[src/hw/rename_pkg.sv]
// Rename stage package with op classes, register widths and default sizes
package rename_pkg;

    // Instruction classes seen by the rename stage
    typedef enum logic [2:0] {
        OP_ALU_REG = 3'd0,
        OP_ALU_IMM = 3'd1,
        OP_LOAD    = 3'd2,
        OP_STORE   = 3'd3,
        OP_BRANCH  = 3'd4
    } rn_op_e;

    // Architectural register file
    // x_i maps to p_i out of reset so the first free register is p32
    parameter int ARCH_REGS = 32;
    parameter int ARCH_W    = 5;

    // Default sizes for the top level
    parameter int PR_ENTRIES_DEF = 64;
    parameter int ROB_DEPTH_DEF  = 8;
    parameter int IQ_DEPTH_DEF   = 4;

    // Ops that write a destination register
    function automatic logic op_has_rd(input rn_op_e op);
        case (op)
            OP_ALU_REG,
            OP_ALU_IMM,
            OP_LOAD:  op_has_rd = 1'b1;
            default:  op_has_rd = 1'b0;
        endcase
    endfunction

    // Ops that read a second source register
    function automatic logic op_uses_rs2(input rn_op_e op);
        case (op)
            OP_ALU_REG,
            OP_STORE,
            OP_BRANCH: op_uses_rs2 = 1'b1;
            default:   op_uses_rs2 = 1'b0;
        endcase
    endfunction

endpackage

[src/hw/instruction_queue.sv]
// Instruction queue holding decoded instructions ahead of the dispatcher
`timescale 1ns/1ps

module instruction_queue #(
    parameter int IQ_DEPTH = rename_pkg::IQ_DEPTH_DEF
) (
    input  logic                          clk,
    input  logic                          rst,
    // Decoder side
    input  logic                          push,
    input  rename_pkg::rn_op_e            push_op,
    input  logic [31:0]                   push_pc,
    input  logic [rename_pkg::ARCH_W-1:0] push_rs1,
    input  logic [rename_pkg::ARCH_W-1:0] push_rs2,
    input  logic [rename_pkg::ARCH_W-1:0] push_rd,
    // Dispatcher side
    input  logic                          pop,
    output logic                          empty,
    output logic                          full,
    output rename_pkg::rn_op_e            head_op,
    output logic [31:0]                   head_pc,
    output logic [rename_pkg::ARCH_W-1:0] head_rs1,
    output logic [rename_pkg::ARCH_W-1:0] head_rs2,
    output logic [rename_pkg::ARCH_W-1:0] head_rd
);
    import rename_pkg::*;

    localparam int PTR_W = (IQ_DEPTH > 1) ? $clog2(IQ_DEPTH) : 1;
    localparam int CNT_W = $clog2(IQ_DEPTH + 1);

    // One array per field
    rn_op_e            op_mem  [IQ_DEPTH];
    logic [31:0]       pc_mem  [IQ_DEPTH];
    logic [ARCH_W-1:0] rs1_mem [IQ_DEPTH];
    logic [ARCH_W-1:0] rs2_mem [IQ_DEPTH];
    logic [ARCH_W-1:0] rd_mem  [IQ_DEPTH];

    logic [PTR_W-1:0]  rd_ptr;
    logic [PTR_W-1:0]  wr_ptr;
    logic [CNT_W-1:0]  count;
    logic              do_push;
    logic              do_pop;

    // Pointer step with wrap for any depth
    function automatic logic [PTR_W-1:0] ptr_inc(input logic [PTR_W-1:0] p);
        ptr_inc = (p == PTR_W'(IQ_DEPTH - 1)) ? '0 : p + 1'b1;
    endfunction

    // A push into a full queue is dropped
    assign do_push = push && !full;
    assign do_pop  = pop && !empty;
    assign empty   = (count == '0);
    assign full    = (count == CNT_W'(IQ_DEPTH));

    // Head is read straight out of storage
    assign head_op  = op_mem[rd_ptr];
    assign head_pc  = pc_mem[rd_ptr];
    assign head_rs1 = rs1_mem[rd_ptr];
    assign head_rs2 = rs2_mem[rd_ptr];
    assign head_rd  = rd_mem[rd_ptr];

    // Payload written at the tail
    always_ff @(posedge clk) begin
        if (do_push) begin
            op_mem[wr_ptr]  <= push_op;
            pc_mem[wr_ptr]  <= push_pc;
            rs1_mem[wr_ptr] <= push_rs1;
            rs2_mem[wr_ptr] <= push_rs2;
            rd_mem[wr_ptr]  <= push_rd;
        end
    end

    // Pointers and occupancy
    always_ff @(posedge clk) begin
        if (rst) begin
            rd_ptr <= '0;
            wr_ptr <= '0;
            count  <= '0;
        end else begin
            if (do_push) begin
                wr_ptr <= ptr_inc(wr_ptr);
            end
            if (do_pop) begin
                rd_ptr <= ptr_inc(rd_ptr);
            end
            count <= count + CNT_W'(do_push) - CNT_W'(do_pop);
        end
    end

endmodule

[src/hw/free_list.sv]
// Free list of physical registers kept as a circular FIFO
`timescale 1ns/1ps

module free_list #(
    parameter int PR_ENTRIES = rename_pkg::PR_ENTRIES_DEF
) (
    input  logic                          clk,
    input  logic                          rst,
    input  logic                          pop,
    input  logic                          push,
    input  logic [$clog2(PR_ENTRIES)-1:0] push_preg,
    output logic                          empty,
    output logic [$clog2(PR_ENTRIES)-1:0] head_preg
);
    import rename_pkg::*;

    localparam int PR_W     = $clog2(PR_ENTRIES);
    // At most this many registers are unmapped at once
    localparam int FL_DEPTH = PR_ENTRIES - ARCH_REGS;
    localparam int PTR_W    = (FL_DEPTH > 1) ? $clog2(FL_DEPTH) : 1;
    localparam int CNT_W    = $clog2(FL_DEPTH + 1);

    logic [PR_W-1:0]  mem [FL_DEPTH];
    logic [PTR_W-1:0] rd_ptr;
    logic [PTR_W-1:0] wr_ptr;
    logic [CNT_W-1:0] count;
    logic             do_push;
    logic             do_pop;

    function automatic logic [PTR_W-1:0] ptr_inc(input logic [PTR_W-1:0] p);
        ptr_inc = (p == PTR_W'(FL_DEPTH - 1)) ? '0 : p + 1'b1;
    endfunction

    // p0 is the hardwired zero register and never returns to the list
    assign do_push   = push && (push_preg != '0) && (count != CNT_W'(FL_DEPTH));
    assign do_pop    = pop && !empty;
    assign empty     = (count == '0);
    // Oldest free register
    assign head_preg = mem[rd_ptr];

    always_ff @(posedge clk) begin
        if (rst) begin
            // Fill with p32 upward in ascending order
            for (int i = 0; i < FL_DEPTH; i++) begin
                mem[i] <= PR_W'(ARCH_REGS + i);
            end
            rd_ptr <= '0;
            wr_ptr <= '0;
            count  <= CNT_W'(FL_DEPTH);
        end else begin
            // Freed registers join at the tail
            if (do_push) begin
                mem[wr_ptr] <= push_preg;
                wr_ptr      <= ptr_inc(wr_ptr);
            end
            if (do_pop) begin
                rd_ptr <= ptr_inc(rd_ptr);
            end
            count <= count + CNT_W'(do_push) - CNT_W'(do_pop);
        end
    end

endmodule

[src/hw/rename_table.sv]
// Register alias table with the busy bits of the physical registers
`timescale 1ns/1ps

module rename_table #(
    parameter int PR_ENTRIES = rename_pkg::PR_ENTRIES_DEF
) (
    input  logic                          clk,
    input  logic                          rst,
    // Lookup by architectural number
    input  logic [rename_pkg::ARCH_W-1:0] rs1,
    input  logic [rename_pkg::ARCH_W-1:0] rs2,
    input  logic [rename_pkg::ARCH_W-1:0] rd,
    output logic [$clog2(PR_ENTRIES)-1:0] prs1,
    output logic [$clog2(PR_ENTRIES)-1:0] prs2,
    output logic [$clog2(PR_ENTRIES)-1:0] prd_old,
    output logic                          prs1_busy,
    output logic                          prs2_busy,
    // New mapping for rd
    input  logic                          wr_en,
    input  logic [$clog2(PR_ENTRIES)-1:0] wr_prd,
    // Writeback wakeup
    input  logic                          wb_valid,
    input  logic [$clog2(PR_ENTRIES)-1:0] wb_prd
);
    import rename_pkg::*;

    localparam int PR_W = $clog2(PR_ENTRIES);

    logic [PR_W-1:0]       map [ARCH_REGS];
    logic [PR_ENTRIES-1:0] busy;

    // Current mappings
    assign prs1    = map[rs1];
    assign prs2    = map[rs2];
    assign prd_old = map[rd];

    // Busy unless woken this cycle
    // p0 never waits
    assign prs1_busy = (prs1 != '0) && busy[prs1] && !(wb_valid && (wb_prd == prs1));
    assign prs2_busy = (prs2 != '0) && busy[prs2] && !(wb_valid && (wb_prd == prs2));

    // Alias table
    always_ff @(posedge clk) begin
        if (rst) begin
            // Identity mapping x_i to p_i
            for (int i = 0; i < ARCH_REGS; i++) begin
                map[i] <= PR_W'(i);
            end
        end else if (wr_en && (rd != '0)) begin
            // x0 stays on p0
            map[rd] <= wr_prd;
        end
    end

    // Busy table
    always_ff @(posedge clk) begin
        if (rst) begin
            // Everything holds a value out of reset
            busy <= '0;
        end else begin
            if (wb_valid) begin
                busy[wb_prd] <= 1'b0;
            end
            // New producer wins over a stale wakeup of the same register
            if (wr_en && (wr_prd != '0)) begin
                busy[wr_prd] <= 1'b1;
            end
        end
    end

endmodule

[src/hw/dispatcher.sv]
// Dispatcher that renames the queue head and issues one dispatch strobe per cycle
`timescale 1ns/1ps

module dispatcher #(
    parameter int PR_ENTRIES = rename_pkg::PR_ENTRIES_DEF,
    parameter int ROB_DEPTH  = rename_pkg::ROB_DEPTH_DEF
) (
    input  logic                          clk,
    input  logic                          rst,
    // Instruction queue head
    input  logic                          iq_empty,
    input  rename_pkg::rn_op_e            iq_op,
    input  logic [31:0]                   iq_pc,
    input  logic [rename_pkg::ARCH_W-1:0] iq_rs1,
    input  logic [rename_pkg::ARCH_W-1:0] iq_rs2,
    input  logic [rename_pkg::ARCH_W-1:0] iq_rd,
    output logic                          iq_pop,
    // Free list
    input  logic                          fl_empty,
    input  logic [$clog2(PR_ENTRIES)-1:0] fl_head,
    output logic                          fl_pop,
    // Rename table lookups and update
    input  logic [$clog2(PR_ENTRIES)-1:0] prs1,
    input  logic [$clog2(PR_ENTRIES)-1:0] prs2,
    input  logic [$clog2(PR_ENTRIES)-1:0] prd_old,
    input  logic                          prs1_busy,
    input  logic                          prs2_busy,
    output logic                          map_wr_en,
    output logic [$clog2(PR_ENTRIES)-1:0] map_wr_prd,
    // Back end status
    input  logic                          rs_full,
    input  logic                          rob_full,
    input  logic                          store_commit,
    // Dispatch entry to the RS and ROB
    output logic                          disp_valid,
    output rename_pkg::rn_op_e            disp_op,
    output logic [31:0]                   disp_pc,
    output logic [$clog2(ROB_DEPTH)-1:0]  disp_rob_id,
    output logic [$clog2(PR_ENTRIES)-1:0] disp_prs1,
    output logic [$clog2(PR_ENTRIES)-1:0] disp_prs2,
    output logic [$clog2(PR_ENTRIES)-1:0] disp_prd,
    output logic [$clog2(PR_ENTRIES)-1:0] disp_prd_old,
    output logic                          disp_rs1_ready,
    output logic                          disp_rs2_ready
);
    import rename_pkg::*;

    localparam int PR_W  = $clog2(PR_ENTRIES);
    localparam int ROB_W = $clog2(ROB_DEPTH);

    logic             needs_rd;
    logic             uses_rs2;
    logic             fire;
    logic             store_stall;
    logic             rs1_ready;
    logic             rs2_ready;
    logic [ROB_W-1:0] rob_cnt;

    // Only a real destination takes a register
    assign needs_rd = op_has_rd(iq_op) && (iq_rd != '0);
    assign uses_rs2 = op_uses_rs2(iq_op);

    // Every stall source blocks the head
    assign fire = !iq_empty && !rs_full && !rob_full && !store_stall &&
                  !(needs_rd && fl_empty);

    // Queue pop, free list pop and table write share the edge
    assign iq_pop     = fire;
    assign fl_pop     = fire && needs_rd;
    assign map_wr_en  = fire && needs_rd;
    assign map_wr_prd = fl_head;

    // x0 is always ready
    // Unused rs2 counts as ready
    assign rs1_ready = (iq_rs1 == '0) || !prs1_busy;
    assign rs2_ready = !uses_rs2 || (iq_rs2 == '0) || !prs2_busy;

    // ROB ids in dispatch order
    always_ff @(posedge clk) begin
        if (rst) begin
            rob_cnt <= '0;
        end else if (fire) begin
            rob_cnt <= (rob_cnt == ROB_W'(ROB_DEPTH - 1)) ? '0 : rob_cnt + 1'b1;
        end
    end

    // Store serialization until its commit
    always_ff @(posedge clk) begin
        if (rst) begin
            store_stall <= 1'b0;
        end else if (fire && (iq_op == OP_STORE)) begin
            store_stall <= 1'b1;
        end else if (store_commit) begin
            store_stall <= 1'b0;
        end
    end

    // Strobe one cycle after the rename edge
    always_ff @(posedge clk) begin
        if (rst) begin
            disp_valid <= 1'b0;
        end else begin
            disp_valid <= fire;
        end
    end

    // Entry fields captured with the strobe
    always_ff @(posedge clk) begin
        if (fire) begin
            disp_op        <= iq_op;
            disp_pc        <= iq_pc;
            disp_rob_id    <= rob_cnt;
            disp_prs1      <= prs1;
            disp_prs2      <= prs2;
            // No destination reports p0 for both
            disp_prd       <= needs_rd ? fl_head : PR_W'(0);
            disp_prd_old   <= needs_rd ? prd_old : PR_W'(0);
            disp_rs1_ready <= rs1_ready;
            disp_rs2_ready <= rs2_ready;
        end
    end

endmodule

[src/hw/rename_dispatch_top.sv]
// Rename and dispatch stage top joining queue, free list, alias table and dispatcher
`timescale 1ns/1ps

module rename_dispatch_top #(
    parameter int PR_ENTRIES = rename_pkg::PR_ENTRIES_DEF,
    parameter int ROB_DEPTH  = rename_pkg::ROB_DEPTH_DEF,
    parameter int IQ_DEPTH   = rename_pkg::IQ_DEPTH_DEF
) (
    input  logic                          clk,
    input  logic                          rst,
    // Decoder push
    input  logic                          in_valid,
    input  rename_pkg::rn_op_e            in_op,
    input  logic [31:0]                   in_pc,
    input  logic [rename_pkg::ARCH_W-1:0] in_rs1,
    input  logic [rename_pkg::ARCH_W-1:0] in_rs2,
    input  logic [rename_pkg::ARCH_W-1:0] in_rd,
    output logic                          iq_full,
    // Feedback from execution and commit
    input  logic                          wb_valid,
    input  logic [$clog2(PR_ENTRIES)-1:0] wb_prd,
    input  logic                          commit_valid,
    input  logic [$clog2(PR_ENTRIES)-1:0] commit_prd_old,
    input  logic                          store_commit,
    input  logic                          rs_full,
    input  logic                          rob_full,
    // Dispatch entry
    output logic                          disp_valid,
    output rename_pkg::rn_op_e            disp_op,
    output logic [31:0]                   disp_pc,
    output logic [$clog2(ROB_DEPTH)-1:0]  disp_rob_id,
    output logic [$clog2(PR_ENTRIES)-1:0] disp_prs1,
    output logic [$clog2(PR_ENTRIES)-1:0] disp_prs2,
    output logic [$clog2(PR_ENTRIES)-1:0] disp_prd,
    output logic [$clog2(PR_ENTRIES)-1:0] disp_prd_old,
    output logic                          disp_rs1_ready,
    output logic                          disp_rs2_ready
);
    import rename_pkg::*;

    localparam int PR_W = $clog2(PR_ENTRIES);

    // Queue head
    logic              iq_empty;
    logic              iq_pop;
    rn_op_e            iq_op;
    logic [31:0]       iq_pc;
    logic [ARCH_W-1:0] iq_rs1;
    logic [ARCH_W-1:0] iq_rs2;
    logic [ARCH_W-1:0] iq_rd;
    // Free list
    logic              fl_empty;
    logic              fl_pop;
    logic [PR_W-1:0]   fl_head;
    // Alias table
    logic [PR_W-1:0]   prs1;
    logic [PR_W-1:0]   prs2;
    logic [PR_W-1:0]   prd_old;
    logic              prs1_busy;
    logic              prs2_busy;
    logic              map_wr_en;
    logic [PR_W-1:0]   map_wr_prd;

    instruction_queue #(.IQ_DEPTH(IQ_DEPTH)) u_iq (
        .clk, .rst,
        .push(in_valid), .push_op(in_op), .push_pc(in_pc),
        .push_rs1(in_rs1), .push_rs2(in_rs2), .push_rd(in_rd),
        .pop(iq_pop), .empty(iq_empty), .full(iq_full),
        .head_op(iq_op), .head_pc(iq_pc),
        .head_rs1(iq_rs1), .head_rs2(iq_rs2), .head_rd(iq_rd)
    );

    // Committed old destinations come back here
    free_list #(.PR_ENTRIES(PR_ENTRIES)) u_fl (
        .clk, .rst,
        .pop(fl_pop), .push(commit_valid), .push_preg(commit_prd_old),
        .empty(fl_empty), .head_preg(fl_head)
    );

    // Looked up with the queue head directly
    rename_table #(.PR_ENTRIES(PR_ENTRIES)) u_rt (
        .clk, .rst,
        .rs1(iq_rs1), .rs2(iq_rs2), .rd(iq_rd),
        .prs1, .prs2, .prd_old, .prs1_busy, .prs2_busy,
        .wr_en(map_wr_en), .wr_prd(map_wr_prd),
        .wb_valid, .wb_prd
    );

    dispatcher #(.PR_ENTRIES(PR_ENTRIES), .ROB_DEPTH(ROB_DEPTH)) u_disp (
        .clk, .rst,
        .iq_empty, .iq_op, .iq_pc, .iq_rs1, .iq_rs2, .iq_rd, .iq_pop,
        .fl_empty, .fl_head, .fl_pop,
        .prs1, .prs2, .prd_old, .prs1_busy, .prs2_busy,
        .map_wr_en, .map_wr_prd,
        .rs_full, .rob_full, .store_commit,
        .disp_valid, .disp_op, .disp_pc, .disp_rob_id,
        .disp_prs1, .disp_prs2, .disp_prd, .disp_prd_old,
        .disp_rs1_ready, .disp_rs2_ready
    );

endmodule

[config.mk]
export PLATFORM = sky130hd
export DESIGN_NAME = rename_dispatch_top
export DESIGN_NICKNAME = d
export VERILOG_FILES = /design/src/hw/rename_pkg.sv /design/src/hw/instruction_queue.sv /design/src/hw/free_list.sv /design/src/hw/rename_table.sv /design/src/hw/dispatcher.sv /design/src/hw/rename_dispatch_top.sv
export SDC_FILE = /design/constraint.sdc
export NUM_CORES = 1
export LEC_CHECK = 0
export BUFFER_PORTS_ARGS = -buffer_cell sky130_fd_sc_hd__buf_2
export CORE_UTILIZATION = 65
export DETAILED_ROUTE_END_ITERATION = 12
export PLACE_DENSITY = 0.83
export SYNTH_ARGS = -nofsm -noshare
export SYNTH_HDL_FRONTEND = slang
export SYNTH_HIERARCHICAL = 1
export SYNTH_SLANG_ARGS = --single-unit
[constraint.sdc]
create_clock -name clk -period 9.44 [get_ports clk]
set_clock_uncertainty 0.05 [all_clocks]
set_input_delay 0.944 -clock clk [delete_from_list [all_inputs] [get_ports clk]]
set_output_delay 0.944 -clock clk [all_outputs]
set_load 0.005 [all_outputs]
==> summary.md <==
| Metric | Value |
|---|---|
| RSZ-0062 raised after global routing | no |
| Skew-Pair Late Insertion Delay | 0.65 ns |
| Routed WL | 95400 um |
| Synth top cells by count | 648 x edfxtp_1, 212 x mux4_2, 157 x and2_1, 155 x nand2_1, 153 x or3_1 |
| Utilization after layout | 72.1% |
| Final HPWL DP | 60500 um |
| Most common cell in the netlist | edfxtp_1 |
| Tmin final | 5.99 ns |
| Total power | 8.88 mW |
| Crit path launch type | register |
| Dpl ws | 3.51 ns |
| CP arrival | 6.29 ns |
| PostCTS Resize Cnt | 0 |
| Setup_tns | 0 ns |
| Post-synth top area share | 53.5% |
| Die Span X | 239 um |
| Per-cell routed wire length | 27.7 um |
| Die Height | 239 um |
| Synth unique cells | 81 |
| CP Max Fanout | 52 |
| Via/cell ratio | 6.92 |
| EDFF count, synth | 648 |
| Fin Hold WS | 0.421 ns |
| Final period utilization | 63.5% |
| Fraction of layout cells with a size suffix above 1 | 23.3% |
| Run status | completed |
| Synth top area cells | edfxtp_1 53%, mux4_2 13%, dfxtp_1 5.4%, mux2i_1 3.6%, and2_1 2.7% |
| Final count of negative-setup-slack endpoints | 0 |
| CP Capture Type | register |
| Pwr Density | 223 nW/um2 |
| Clock Sinks | 747 |
| Max IR drop VDD | 0.196 mV |
| Initial Util | 65.9% |
| Switching Share | 29.4% |
| Cell Area, Synth | 36400 um2 |
| Post-CTS Setup Inserts | 0 |
| Crit Path Category | reg2reg |
| Final cell count without fillers | 3439 |
| Worst hold path type | reg2reg |
| CTS Hold Bufs | 0 |
| Internal power | 6.27 mW |
| WL met2 | 47000 um |
| Ys async rst share | 0% |
| Mapped Cells | 2590 |
| Final worst slack | 3.45 ns |
| Core Area | 55200 um2 |
| Clock share of power | 34.2% |
| Final Hold Fails | 0 |
| TritonCTS clock tree | yes |
| Met3 Wirelength | 10300 um |
| Vias in the first global route | 23500 |
| Placer congestion estimate | 1.00 |
| Top cell type by total area after synthesis | edfxtp_1 |
| Initial DRC Count | 3482 |
| I/O pin total | 136 |
| Worst slew margin | 9.21% |
| GRT overflow | 0 |
| Layout overhead on the synthesized area | 9.33% |
| Number of fill cells | 3415 |
| GRT Util Overall | 33.9% |
| Wire length on met1 | 34300 um |
| H-tree levels | 3 |
| Syn avg cell area | 14.0 um2 |
| Placed insts | 3294 |
| Num CTS Buffers | 76 |
| Antenna Nets Post-Route | 0 |
| CTS Buffer Depth | 3 |
| Largest net degree at the start of global routing | 82 |
| P_leak | 12.6 nW |
| Sequential Power Share | 43.9% |
| Initial antenna violation count | 12 |
| DP Area | 37200 um2 |
| Synth Register Bits | 747 |
| Final #Nets | 2721 |
| Vias | 23800 |
| Most used DFF post-synth | edfxtp_1 |
| Drt pass-1 iters | 6 |
| Clk slew on worst S/H paths | 0.06 ns |
| Worst Tran Pin Value | 1.35 ns |
| Final Slew Violations | 0 |
| I/O Buffers | 135 |
| P_sw | 2.61 mW |
| Ys Warns | 6 |
| Die area | 56900 um2 |
| Max Clock Freq | 167 MHz |
| Row count | 86 |
| First-pass GRT wire length | 143000 um |
| Max-cap violations | 0 |
| WP data required | 9.74 ns |
| DRC Markers | 0 |
| Top routing layer in use | met5 |
| Clk root buf | clkbuf_16 |
| Combinational power share | 21.9% |
| Sequential share of the synthesized area | 58.9% |
| Final instance area | 39800 um2 |
worst paths after layout:
check	from	to	slack, ns	cells past startpoint
hold / removal	u_disp/rob_cnt[1]	u_disp/disp_rob_id[1]	0.42	0
setup reg to reg	register	u_rt/map[10][4]	3.45	10
setup / recovery	register	u_rt/map[10][4]	3.45	10
hold reg to reg	u_disp/rob_cnt[1]	u_disp/disp_rob_id[1]	0.42	0
area by class of cell:
class                           count  area [um2]  share of cell area [%]
Clock buffer                       99        2040                    5.12
Timing Repair Buffer              167         918                    2.31
Inverter                           33         125                   0.315
Sequential cell                   747       21500                    53.9
Antenna cell                        8        20.0                  0.0503
Tap cell                          748         936                    2.35
Clock inverter                     38         473                    1.19
Multi-Input combinational cell   1599       13800                    34.7
sequential cells by signal, summed over array words and instances, names as in the netlist, 3 cells and up, named ones only:
name and count:
u_disp/disp_prs2 6, u_iq/rs1_mem 20, u_fl/mem 192, u_disp/disp_op 3
u_disp/rob_cnt 3, u_iq/rs2_mem 20, u_fl/count 6, u_disp/disp_rob_id 3
u_fl/wr_ptr 5, u_iq/count 3, u_iq/op_mem 12, u_disp/disp_pc 32
u_disp/disp_prd 6, u_iq/rd_mem 20, u_disp/disp_prd_old 6, u_rt/busy 64
u_iq/pc_mem 128, u_rt/map 192, u_fl/rd_ptr 5, u_disp/disp_prs1 6
layout by cell type, fill, tap and decap left out, drive strengths merged, types with 4 or more instances in the layout:
| cell | n |
|---|---|
| o22ai | 23 |
| nor2 | 112 |
| nand2 | 155 |
| a21oi | 101 |
| a22o | 6 |
| nor4b | 4 |
| nand3 | 40 |
| clkinv | 24 |
| conb | 6 |
| bufinv | 7 |
| mux4 | 212 |
| a221oi | 12 |
| inv | 38 |
| diode | 8 |
| a22oi | 58 |
| ha | 25 |
| dfxtp | 99 |
| o2111ai | 4 |
| buf | 167 |
| nand2b | 22 |
| nor3b | 7 |
| xor2 | 4 |
| o21ai | 77 |
| and2 | 160 |
| and3 | 9 |
| nand3b | 10 |
| mux2i | 134 |
| or2 | 69 |
| or4 | 8 |
| mux2 | 44 |
| and3b | 4 |
| nor2b | 20 |
| nor3 | 51 |
| or3 | 154 |
| or3b | 7 |
| nand4 | 12 |
| clkbuf | 99 |
| edfxtp | 648 |
| xnor2 | 8 |
power by group through the flow:
| stage | Combinational, mW | Clock, mW | Sequential, mW |
|---|---|---|---|
| after floorplan | 1.36 | 0 | 3.93 |
| after global placement | 1.84 | 0 | 3.95 |
| after detailed placement | 1.88 | 0 | 3.96 |
| after CTS | 1.91 | 3.06 | 3.90 |
| after global routing | 2.03 | 3.18 | 3.91 |
| final | 1.95 | 3.03 | 3.90 |
metal layers:
metal  vias up  GRT usage (%)
met5         -              0
li1      10000              -
met1     11900           44.7
met2      1592           55.2
met3       275           7.01
met4        10           13.9
cell families (layout without fill, tap and decap cells):
| kind of cell | count (synthesis) | count (layout) | synth area share [%] |
|---|---|---|---|
| AO/OA/AOI/OAI | 306 | 306 | 5.36 |
| XOR/XNOR | 12 | 12 | 0.289 |
| adder cells (fa/ha/maj) | 27 | 27 | 0.970 |
| buffers and inverters | 249 | 337 | 3.16 |
| flip-flops | 747 | 747 | 58.9 |
| multiplexers | 390 | 390 | 18.3 |
| other | 1 | 14 | 0.0103 |
| AND/OR/NAND/NOR | 858 | 858 | 13.0 |
worst max-delay path: stages (launching register included):
cell     delay, ns
dfxtp_4       0.56
buf_4         0.60
mux4_4        1.20
or4_1         0.68
o21a_1        0.37
nor3b_1       0.26
buf_4         0.23
nor3b_1       0.15
nand2_1       0.89
nor2_1        0.20
or2_2         0.42
No activity file was read; power rests on OpenSTA's default activity.
